File: config.mk
export PLATFORM = sky130hd
export DESIGN_NAME = credit_top
export DESIGN_NICKNAME = d
export VERILOG_FILES = /design/src/hw/credit_pkg.sv /design/src/hw/fifo_if.sv /design/src/hw/credit_top.sv /design/src/hw/out_fifo.sv /design/src/hw/ram1_engine.sv /design/src/hw/index_fifo.sv /design/src/hw/addr_issue.sv
export SDC_FILE = /design/constraint.sdc
export NUM_CORES = 1
export LEC_CHECK = 0
export BUFFER_PORTS_ARGS = -buffer_cell sky130_fd_sc_hd__buf_4
export CORE_AREA = 8 8 207 229
export DETAILED_ROUTE_END_ITERATION = 7
export DIE_AREA = 0 0 215 237
export HOLD_SLACK_MARGIN = 0.08
export PLACE_DENSITY = 0.55
export SLEW_MARGIN = 15
export SYNTH_ARGS = -nofsm -noshare
export SYNTH_HDL_FRONTEND = slang
export SYNTH_SLANG_ARGS = --single-unit
File: constraint.sdc
create_clock -name clk -period 3.2 [get_ports clk]
set_input_delay 0.32 -clock clk [delete_from_list [all_inputs] [get_ports clk]]
set_output_delay 0.32 -clock clk [all_outputs]
set_load 0.01 [all_outputs]
File: src/hw/credit_pkg.sv
`default_nettype none

// widths and depths shared by the lookup pipeline
package credit_pkg;

  // ram0 address, and the ram1 address taken from the low bits of a ram0 word
  localparam int addr_w = 8;

  // ram0 word, ram1 word and output fifo word
  localparam int data_w = 16;

  // index fifo between the two lookups
  // occupancy stays at one or below while ram1_engine drains every cycle
  localparam int index_depth = 4;

  // output fifo depth, doubles as the credit limit
  localparam int out_depth = 16;

  // must hold 0..out_depth inclusive
  localparam int count_w = 5;

endpackage

`default_nettype wire
File: src/hw/fifo_if.sv
`timescale 1ns/1ps
`default_nettype none

// write and read sides of one fifo
// no clock inside, every side samples its own clk
interface fifo_if import credit_pkg::*; ();

  logic [data_w-1:0] wr_data;   // word to push
  logic              wr_en;     // push strobe
  logic              full;      // no room left

  logic              rd_en;     // pop strobe
  logic [data_w-1:0] rd_data;   // head word, valid while empty is low
  logic              empty;     // nothing stored

  // producer side
  modport writer (
    output wr_data,
    output wr_en,
    input  full
  );

  // consumer side
  modport reader (
    output rd_en,
    input  rd_data,
    input  empty
  );

  // the storage itself
  modport fifo (
    input  wr_data,
    input  wr_en,
    input  rd_en,
    output full,
    output rd_data,
    output empty
  );

endinterface

`default_nettype wire

File: src/hw/credit_top.sv
`timescale 1ns/1ps
`default_nettype none

// two-stage dependent lookup with both tables outside
// addr -> ram0 -> index fifo -> ram1 -> output fifo -> user
module credit_top import credit_pkg::*; (
  input  wire                clk,
  input  wire                rst_n,

  input  wire  [addr_w-1:0]  addr,
  input  wire                addr_valid,
  output logic               addr_ready,

  output logic [addr_w-1:0]  ram0_addr,
  output logic               ram0_read,
  input  wire  [data_w-1:0]  ram0_data,
  input  wire                ram0_valid,

  output logic [addr_w-1:0]  ram1_addr,
  output logic               ram1_read,
  input  wire  [data_w-1:0]  ram1_data,
  input  wire                ram1_valid,

  input  wire                fifo_rd_en,
  output logic [data_w-1:0]  fifo_dout,
  output logic               fifo_full,
  output logic               fifo_empty,
  output logic [count_w-1:0] fifo_data_count,
  output logic               fifo_overflow,
  output logic               fifo_underflow,
  output logic               index_overflow
);

  logic fifo_pop;   // accepted user read returns one credit

  fifo_if idx_q ();   // addr_issue -> index_fifo -> ram1_engine
  fifo_if out_q ();   // ram1_engine -> out_fifo

  addr_issue u_addr_issue (
    .clk        (clk),
    .rst_n      (rst_n),
    .addr       (addr),
    .addr_valid (addr_valid),
    .addr_ready (addr_ready),
    .ram0_addr  (ram0_addr),
    .ram0_read  (ram0_read),
    .ram0_data  (ram0_data),
    .ram0_valid (ram0_valid),
    .pop        (fifo_pop),
    .idx        (idx_q.writer)
  );

  index_fifo u_index_fifo (
    .clk      (clk),
    .rst_n    (rst_n),
    .q        (idx_q.fifo),
    .overflow (index_overflow)
  );

  ram1_engine u_ram1_engine (
    .clk        (clk),
    .rst_n      (rst_n),
    .idx        (idx_q.reader),
    .ram1_addr  (ram1_addr),
    .ram1_read  (ram1_read),
    .ram1_data  (ram1_data),
    .ram1_valid (ram1_valid),
    .outq       (out_q.writer)
  );

  out_fifo u_out_fifo (
    .clk        (clk),
    .rst_n      (rst_n),
    .q          (out_q.fifo),
    .rd_en      (fifo_rd_en),
    .dout       (fifo_dout),
    .empty      (fifo_empty),
    .full       (fifo_full),
    .data_count (fifo_data_count),
    .pop        (fifo_pop),
    .overflow   (fifo_overflow),
    .underflow  (fifo_underflow)
  );

endmodule

`default_nettype wire

File: src/hw/out_fifo.sv
`timescale 1ns/1ps
`default_nettype none

// user-facing output fifo
// show-ahead head on dout, occupancy count, pop pulse for the credit
// counter and sticky misuse flags
module out_fifo import credit_pkg::*; (
  input  wire                clk,
  input  wire                rst_n,
  fifo_if.fifo               q,

  input  wire                rd_en,        // external read strobe
  output logic [data_w-1:0]  dout,         // head word while empty is low
  output logic               empty,
  output logic               full,
  output logic [count_w-1:0] data_count,
  output logic               pop,          // one cycle per accepted read
  output logic               overflow,     // write while full, sticky
  output logic               underflow     // read while empty, sticky
);

  logic [data_w-1:0] mem [out_depth];

  // pointers wrap naturally at out_depth, count tells full from empty
  logic [$clog2(out_depth)-1:0] wr_ptr;
  logic [$clog2(out_depth)-1:0] rd_ptr;
  logic [count_w-1:0]           count;

  logic push;
  logic pull;

  assign empty = (count == '0);
  assign full  = (count == count_w'(out_depth));

  assign push = q.wr_en & ~full;
  assign pull = rd_en & ~empty;

  assign dout       = mem[rd_ptr];
  assign data_count = count;

  // writer side sees the same status
  assign q.full    = full;
  assign q.empty   = empty;
  assign q.rd_data = dout;

  always_ff @(posedge clk or negedge rst_n) begin
    if (!rst_n) begin
      wr_ptr    <= '0;
      rd_ptr    <= '0;
      count     <= '0;
      pop       <= 1'b0;
      overflow  <= 1'b0;
      underflow <= 1'b0;
    end else begin
      if (push)
        wr_ptr <= wr_ptr + 1'b1;
      if (pull)
        rd_ptr <= rd_ptr + 1'b1;
      case ({push, pull})
        2'b10:   count <= count + 1'b1;
        2'b01:   count <= count - 1'b1;
        default: count <= count;       // idle, or push and pull together
      endcase
      pop <= pull;                     // credit returns a cycle after the read
      if (q.wr_en && full)
        overflow <= 1'b1;
      if (rd_en && empty)
        underflow <= 1'b1;
    end
  end

  // storage
  always_ff @(posedge clk) begin
    if (push)
      mem[wr_ptr] <= q.wr_data;
  end

endmodule

`default_nettype wire

File: src/hw/ram1_engine.sv
`timescale 1ns/1ps
`default_nettype none

// second lookup stage
// drains the index fifo one word per cycle, turns each word into a
// ram1 read and forwards the ram1 answer to the output fifo
module ram1_engine import credit_pkg::*; (
  input  wire               clk,
  input  wire               rst_n,

  fifo_if.reader            idx,

  output logic [addr_w-1:0] ram1_addr,
  output logic              ram1_read,    // registered, one cycle after the pop
  input  wire  [data_w-1:0] ram1_data,
  input  wire               ram1_valid,   // one cycle after ram1_read

  fifo_if.writer            outq
);

  logic take;   // pop the index fifo this cycle

  // nothing downstream stalls, so take whenever something is there
  assign take      = ~idx.empty;
  assign idx.rd_en = take;

  always_ff @(posedge clk or negedge rst_n) begin
    if (!rst_n)
      ram1_read <= 1'b0;
    else
      ram1_read <= take;
  end

  // low bits of the ram0 word address ram1
  always_ff @(posedge clk) begin
    if (take)
      ram1_addr <= idx.rd_data[addr_w-1:0];
  end

  // credit keeps outq from filling, push unconditionally
  assign outq.wr_en   = ram1_valid;
  assign outq.wr_data = ram1_data;

endmodule

`default_nettype wire

File: src/hw/index_fifo.sv
`timescale 1ns/1ps
`default_nettype none

// small register fifo holding ram0 words until ram1_engine takes them
module index_fifo import credit_pkg::*; (
  input  wire    clk,
  input  wire    rst_n,
  fifo_if.fifo   q,
  output logic   overflow        // push seen while full, held until reset
);

  logic [data_w-1:0] mem [index_depth];

  // extra msb on each pointer tells full from empty
  logic [$clog2(index_depth):0] wr_ptr;
  logic [$clog2(index_depth):0] rd_ptr;

  logic push;
  logic pull;

  assign q.empty = (wr_ptr == rd_ptr);
  assign q.full  = (wr_ptr[$clog2(index_depth)] != rd_ptr[$clog2(index_depth)]) &&
                   (wr_ptr[$clog2(index_depth)-1:0] == rd_ptr[$clog2(index_depth)-1:0]);

  assign push = q.wr_en & ~q.full;   // full push dropped
  assign pull = q.rd_en & ~q.empty;  // empty pop ignored

  // show-ahead head word
  assign q.rd_data = mem[rd_ptr[$clog2(index_depth)-1:0]];

  always_ff @(posedge clk or negedge rst_n) begin
    if (!rst_n) begin
      wr_ptr   <= '0;
      rd_ptr   <= '0;
      overflow <= 1'b0;
    end else begin
      if (push)
        wr_ptr <= wr_ptr + 1'b1;
      if (pull)
        rd_ptr <= rd_ptr + 1'b1;
      if (q.wr_en && q.full)
        overflow <= 1'b1;   // sticky
    end
  end

  // storage
  always_ff @(posedge clk) begin
    if (push)
      mem[wr_ptr[$clog2(index_depth)-1:0]] <= q.wr_data;
  end

endmodule

`default_nettype wire

File: src/hw/addr_issue.sv
`timescale 1ns/1ps
`default_nettype none

// front of the pipeline
// takes addresses while credit lasts, starts the ram0 read and
// pushes whatever ram0 returns into the index fifo
module addr_issue import credit_pkg::*; (
  input  wire              clk,
  input  wire              rst_n,

  input  wire [addr_w-1:0] addr,         // ram0 address from the stream
  input  wire              addr_valid,
  output logic             addr_ready,

  output logic [addr_w-1:0] ram0_addr,
  output logic              ram0_read,   // one pulse per accepted address
  input  wire  [data_w-1:0] ram0_data,
  input  wire               ram0_valid,  // one cycle after ram0_read

  input  wire              pop,          // output fifo handed a word to the user

  fifo_if.writer           idx
);

  logic [count_w-1:0] credit;       // accepted and not yet popped
  logic [count_w-1:0] credit_nxt;
  logic               ready_q;      // registered so it is low out of reset
  logic               xfer;         // address handshake this cycle

  assign xfer       = addr_valid & ready_q;
  assign addr_ready = ready_q;

  // ram0 read goes out in the same cycle as the handshake
  assign ram0_addr = addr;
  assign ram0_read = xfer;

  // an accept and a pop in one cycle cancel out
  always_comb begin
    case ({xfer, pop})
      2'b10:   credit_nxt = credit + 1'b1;
      2'b01:   credit_nxt = credit - 1'b1;
      default: credit_nxt = credit;
    endcase
  end

  always_ff @(posedge clk or negedge rst_n) begin
    if (!rst_n) begin
      credit  <= '0;
      ready_q <= 1'b0;
    end else begin
      credit  <= credit_nxt;
      // ready for next cycle follows the updated count, so at most
      // out_depth words are ever outstanding
      ready_q <= (credit_nxt < count_w'(out_depth));
    end
  end

  // ram0 has no back-pressure, every returning word is pushed
  assign idx.wr_en   = ram0_valid;
  assign idx.wr_data = ram0_data;

endmodule

`default_nettype wire

# Word level (Yosys, flattened, before mapping)
# Memories as Yosys holds them, arrays and structs flattened. A register that Yosys moved wholly into a read port is not among the register bits.
# Index checks and enable logic that the tools add are counted.
[op_classes]
eq_ne = 8
muxes = 6
reduce_logical = 7
bitwise = 8
magnitude_cmp = 1
addsub = 8
[op_table]
columns = ["op", "n"]
rows = [
  ["$pmux W5 S2", 2],
  ["$add A5 B1 Y5 const B", 2],
  ["$sub A5 B1 Y5 const B", 2],
  ["$add A4 B1 Y4 const B", 2],
  ["$add A3 B1 Y3 const B", 2],
  ["$eq A5 B5 Y1 const B", 1],
  ["$logic_not A5 Y1", 1],
  ["$lt A5 B5 Y1 const B", 1],
  ["$and A1 B1 Y1", 4],
  ["$eq A2 B1 Y1 const B", 2],
  ["$eq A2 B2 Y1 const B", 2],
  ["$logic_and A1 B1 Y1", 4],
  ["$mux W1", 4],
  ["$not A1 Y1", 4],
  ["$eq A3 B3 Y1", 1],
  ["$eq A2 B2 Y1", 1],
  ["$reduce_bool A2 Y1", 1],
  ["$logic_not A1 Y1", 1],
  ["$ne A1 B1 Y1", 1],
]
[word_totals]
regBits = 30
out_inout_bits = 45
ramBits = 320
memories = 2
inputBits = 46
[mem_list]
columns = ["name", "words", "word_bits", "rd", "rd_clocked_by_memory_dff", "write_ports", "line", "text"]
rows = [
  ["u_out_fifo.mem", 16, 16, 1, 0, 1, "out_fifo.sv:22", "logic [data_w-1:0] mem [out_depth];"],
  ["u_index_fifo.mem", 4, 16, 1, 1, 1, "index_fifo.sv:12", "logic [data_w-1:0] mem [index_depth];"],
]

# Logic depth before layout (Yosys ltp)
[logic_depth]
word_depth = 6
ltp_mapped = 12

# Cells and area by module
# From an unflattened synthesis, not the netlist that was laid out.
[hier_totals]
cells_unflattened = 747
hier_area_um2 = 14620.3
[by_module_without_submodules]
columns = ["module", "cells_each", "seq_area_each_um2", "area_per_inst_um2", "n_inst"]
rows = [
  ["out_fifo", 519, 8087.8, 10761.6, 1],
  ["index_fifo", 133, 2097.0, 2847.7, 1],
  ["addr_issue", 67, 150.1, 610.6, 1],
  ["ram1_engine", 27, 265.3, 396.6, 1],
  ["credit_top", 1, 0.0, 3.8, 1],
]

# Least setup slack after synthesis
# No wires, ideal clock.
[synth_timing]
path_type = "reg2reg"
from = "register u_out_fifo.count[1] (netlist: u_out_fifo.data_count[1])"
to = "register u_out_fifo.count[4] (netlist: u_out_fifo.data_count[4])"
slack_ns = 0.101
stages_incl_launch_ff = 12
n_path_buf = 2
setup_ns = 0.130
arrival_ns = 2.969
period_less_slack_ns = 3.099
path_cell_list = "dfrtp_1 buf_6 or4_4 o21a_4 ha_1 clkbuf_1 xor2_1 ha_1 or4_2 o22ai_1 a31oi_1 xnor2_1"
[synth_between]
elab_chain_cells = 5
elab_cells_between_ends = 12
classes_between = "add/sub: 2; eq/ne: 3; mux: 1; bitwise: 4; reduce/logical: 2"
[synth_lines]
columns = ["element", "line", "text"]
rows = [
  ["from (decl)", "out_fifo.sv:27", "logic [count_w-1:0] count;"],
  ["from (signal assigned)", "out_fifo.sv:60", "2'b10: count <= count + 1'b1;"],
  ["from (signal assigned)", "out_fifo.sv:61", "2'b01: count <= count - 1'b1;"],
  ["from (signal assigned)", "out_fifo.sv:62", "default: count <= count;"],
  ["$logic_not A5 Y1 (*)", "out_fifo.sv:32", "assign empty = (count == '0);"],
  ["$not A1 Y1 (*)", "out_fifo.sv:36", "assign pull = rd_en & ~empty;"],
  ["$and A1 B1 Y1 (*)", "out_fifo.sv:36", ""],
  ["net u_out_fifo.pull", "out_fifo.sv:30", "logic pull;"],
  ["$eq A2 B1 Y1 or $eq A2 B2 Y1 (tied branches)", "out_fifo.sv:59", "case ({push, pull})"],
  ["$pmux W5 S2 or $reduce_bool A2 Y1 (tied branches)", "-", ""],
]
# The timed path passes the listed nets; every way through them passes the cells marked *.
# A chain may end at the register's enable or synchronous reset.

# Worst setup path in the final report
[layout_timing]
from = "register u_out_fifo.count[0] (netlist: u_out_fifo.data_count[0])"
to = "register u_out_fifo.count[4] (netlist: u_out_fifo.data_count[4])"
# Same word-level chain as after synthesis.

==> impl_metrics.ini <==
[worst_setup_path]
path_buf_inv = 0
cp_slowest_stage_delay_ps = 610
worst-endpoint-required_ps = 3590
crit_fanout = 7
worst_setup_path_end_kind = flop
rr_startpoint = u_out_fifo.data_count[0]
path_cells = or4_4, o21a_4, ha_1, xor2_1, ha_1, or4_2, o22ai_1, a31oi_1, xnor2_1
crit_family = simple AND/OR/NAND/NOR gates
crit_slowest_cell = or4_2
critPathKind = reg -> reg
endpoint = u_out_fifo.data_count[4]
arrival_ps = 3350
cp.depth = 9
critPathLaunch = u_out_fifo.data_count[0]
r2r_end = u_out_fifo.data_count[4]
cpMostUsedCell = ha_1
rr_worst_depth = 9
worst_setup_path_start_kind = flop
r2r_slack_ps = 240

[die]
start_util_pct = 29.4
core_area_um2 = 43800
row_count = 81
ios = 91
die_area_um2 = 51000
die_h_um = 237
fp.dieW_um = 215

[clock_network]
path_clk_slew_ps = 60
cts.path.max_buffers = 3
cts_made_buffers = 37
root_buffer = clkbuf_16
clock_sinks = 326
cts_tree = yes
h-tree-depth = 2
postCtsSetupBuffers = 0
clkLatencyLatePin_ps = 520

[final_layout]
syn2layout_area_growth_pct = 20.1
fill_cells = 4110
finish.utilization_pct = 35.3
multiInputGateArea_um2 = 2980
drive_above_1_share_pct = 30.5
instances_no_fill = 1355
register_area_um2 = 9640
final_nets = 810

[placement]
pre_cts_ws_ps = 249
dp_hpwl_mm = 15.6
dpl.cell_count = 1274
port_buffers = 66
place.gp.congestion = 0.706

[global_routing]
antenna_found_initial = 2
grt_max_degree = 65
grt_overflow = 0
grt_pass1_vias = 6665
grt_util_all_layers_pct = 10.4
grt_pass1_wl_mm = 40.9

[route]
drtIter0Drc = 283
postRouteAntennaNets = 0
via_per_inst = 4.53
drc_errors = 0
drt-total-wl_mm = 26.9
via_count = 6136
routedWlPerCell_um = 19.9
firstDrtPassIters = 4

[yosys]
ys_ff_latch = 326
synth_area_leaders = edfxtp_1 (69%), mux4_2 (13%), dfrtp_1 (5.8%), a22oi_1 (1.9%), ha_1 (1.7%)
ys_seq_area_share_pct = 74.9
postSynth.asyncResetShare_pct = 9.20
synth_most_common_cell = edfxtp_1
syn_avg_cell_area_um2 = 20.3
synth.net_count = 698
synthFlopType = edfxtp_1
yosys.cell_types.count = 47
synth_area_um2 = 12900
yosys.area_share.simple_pct = 3.30
synth_top_family_by_area = multiplexers
synth_compound_area_share_pct = 3.29
yosys.area.top_type = edfxtp_1
synth_edf_count = 296
yosys_warnings = 0
synthCells = 633
synth.top_cell.area_share_pct = 69.1
synthTopCellsByCount = edfxtp_1 (296), mux4_2 (72), a22oi_1 (32)
synthAdderAreaFrac_pct = 1.91
synth-xor-area-share_pct = 1.43
synth.mux.area_fraction_pct = 13.1

[timing]
setup_violations = 0
maxSlewViolCount = 0
hold_violations = 0
rsz0062_at_grt = no
post-route-min-period_ps = 2960
setup_slack_ps = 244
slew_headroom_pct = 35.0
finalCritPeriodShare_pct = 92.4
finalClockSkew_ps = 13.9
fmax_mhz = 338
finalSetupTns_ps = 0
worst_pin_slew_ps = 970

[power_and_ir_drop]
p_int_mw = 9.83
pwr-share-comb_pct = 30.9
ir_drop_mv = 0.550
p_switching_mw = 4.25
p_per_area_nw_per_um2 = 911
p_leak_nw = 5.24
seq_power_share_pct = 40.7
report.power.total_mw = 14.1
p_clk_share_pct = 28.3
swShare_pct = 30.2

[outcome]
status = finished, final reports clean

[run]
max_cap_viol_count = 0

[worst_hold_path]
holdCritPathClass = in -> reg
hp-start = ram1_data[2]
[power by group through the flow]
stage	combinational, mW	clock [mW]	sequential (mW)
after CTS	4.51	4.11	5.75
after global routing	4.80	4.25	5.81
after detailed placement	4.48	0	5.83
after global placement	4.46	0	5.81
after floorplan	2.88	0	5.72
final	4.35	3.99	5.73
[repair_timing]
item | 4_1_cts | 5_1_grt
hold buffers | 13 | 0
gates resized for setup | 0 | 0
endpoints found under the hold margin | 67 | 0
[through the flow]
| stage | instance area [µm²] | hold WS (ps) |
|---|---|---|
| after CTS | 15500 | 87.9 |
| final | 15500 | 107 |
| after floorplan | 12900 | 24.4 |
| after global placement | 14200 | 283 |
| after detailed placement | 14200 | 291 |
| after global routing | 15500 | 103 |
[how the worst min path moves through the flow]
stage	slack, ps	end	cells after the start
floorplan	20	u_addr_issue.addr_ready	0
global placement	280	u_ram1_engine.ram1_read	1
detailed placement	290	u_index_fifo.wr_ptr[1]	1
CTS	90	u_out_fifo.mem[11][5]	1
global route	100	u_out_fifo.mem[10][2]	1
finish	110	u_out_fifo.mem[10][2]	1
[worst reg2reg max path, stage by stage, from the launching register on]
cell and delay (ps):
dfrtp_1 450, or4_4 570, o21a_4 250, ha_1 230, xor2_1 150, ha_1 220, or4_2 620, o22ai_1 140
a31oi_1 80, xnor2_1 130
[kinds of logic (layout without fill, tap and decap cells)]
family / count (synthesis) / after routing
other: 0 / 1
AO/OA/AOI/OAI: 57 / 57
adder cells (fa/ha/maj): 19 / 19
flip-flops: 326 / 326
buffers and inverters: 51 / 191
AND/OR/NAND/NOR: 81 / 81
multiplexers: 78 / 78
XOR/XNOR: 21 / 21
[registers in the layout, summed over array words and instances (netlist names), 3 cells and up]
register,flops
u_index_fifo.wr_ptr,3
u_out_fifo.data_count,5
u_out_fifo.wr_ptr,4
u_index_fifo.rd_ptr,3
u_out_fifo.rd_ptr,4
u_ram1_engine.ram1_addr,8
u_addr_issue.credit,5
u_index_fifo.mem,32
u_out_fifo.mem,256
[layout by cell type, fill, tap and decap left out, types with 2 or more instances in the layout]
cell type and n:
nor2b_2 2, nand2b_1 5, clkbuf_16 38, xnor2_1 13
nand2_1 27, mux4_2 72, and2_1 18, inv_1 15
mux2i_1 2, and3b_1 2, mux2_2 3, a22oi_1 32
clkinv_2 8, dlygate4sd3_1 13, a31oi_1 2, a21o_1 4
bufinv_16 2, nand3_1 4, a21oi_1 3, edfxtp_1 296
xor2_1 8, o22ai_1 2, nand3b_1 2, o21ai_0 5
ha_1 18, clkbuf_1 7, buf_4 93, nor2_1 6
nor2_2 4, nand4_1 3, clkinv_1 9, dfrtp_1 28
buf_12 3
[per-layer routing]
metal	GRT usage (%)	vias to the layer above	part of all wire [%]
met4	2.56	2	2.0
li1	-	2784	-
met1	12.8	3183	43
met5	0	-	0.048
met2	18.5	123	51
met3	2.28	44	4.4
[cell type report]
type | instances | share of cell area, %
Multi-Input combinational cell | 256 | 19.3
Inverter | 15 | 0.364
Clock inverter | 22 | 1.15
Timing Repair Buffer | 109 | 5.75
Clock buffer | 45 | 6.32
Tap cell | 581 | 4.70
Antenna cell | 1 | 0.0162
Sequential cell | 326 | 62.4
Power figures use the tool's default switching activity.
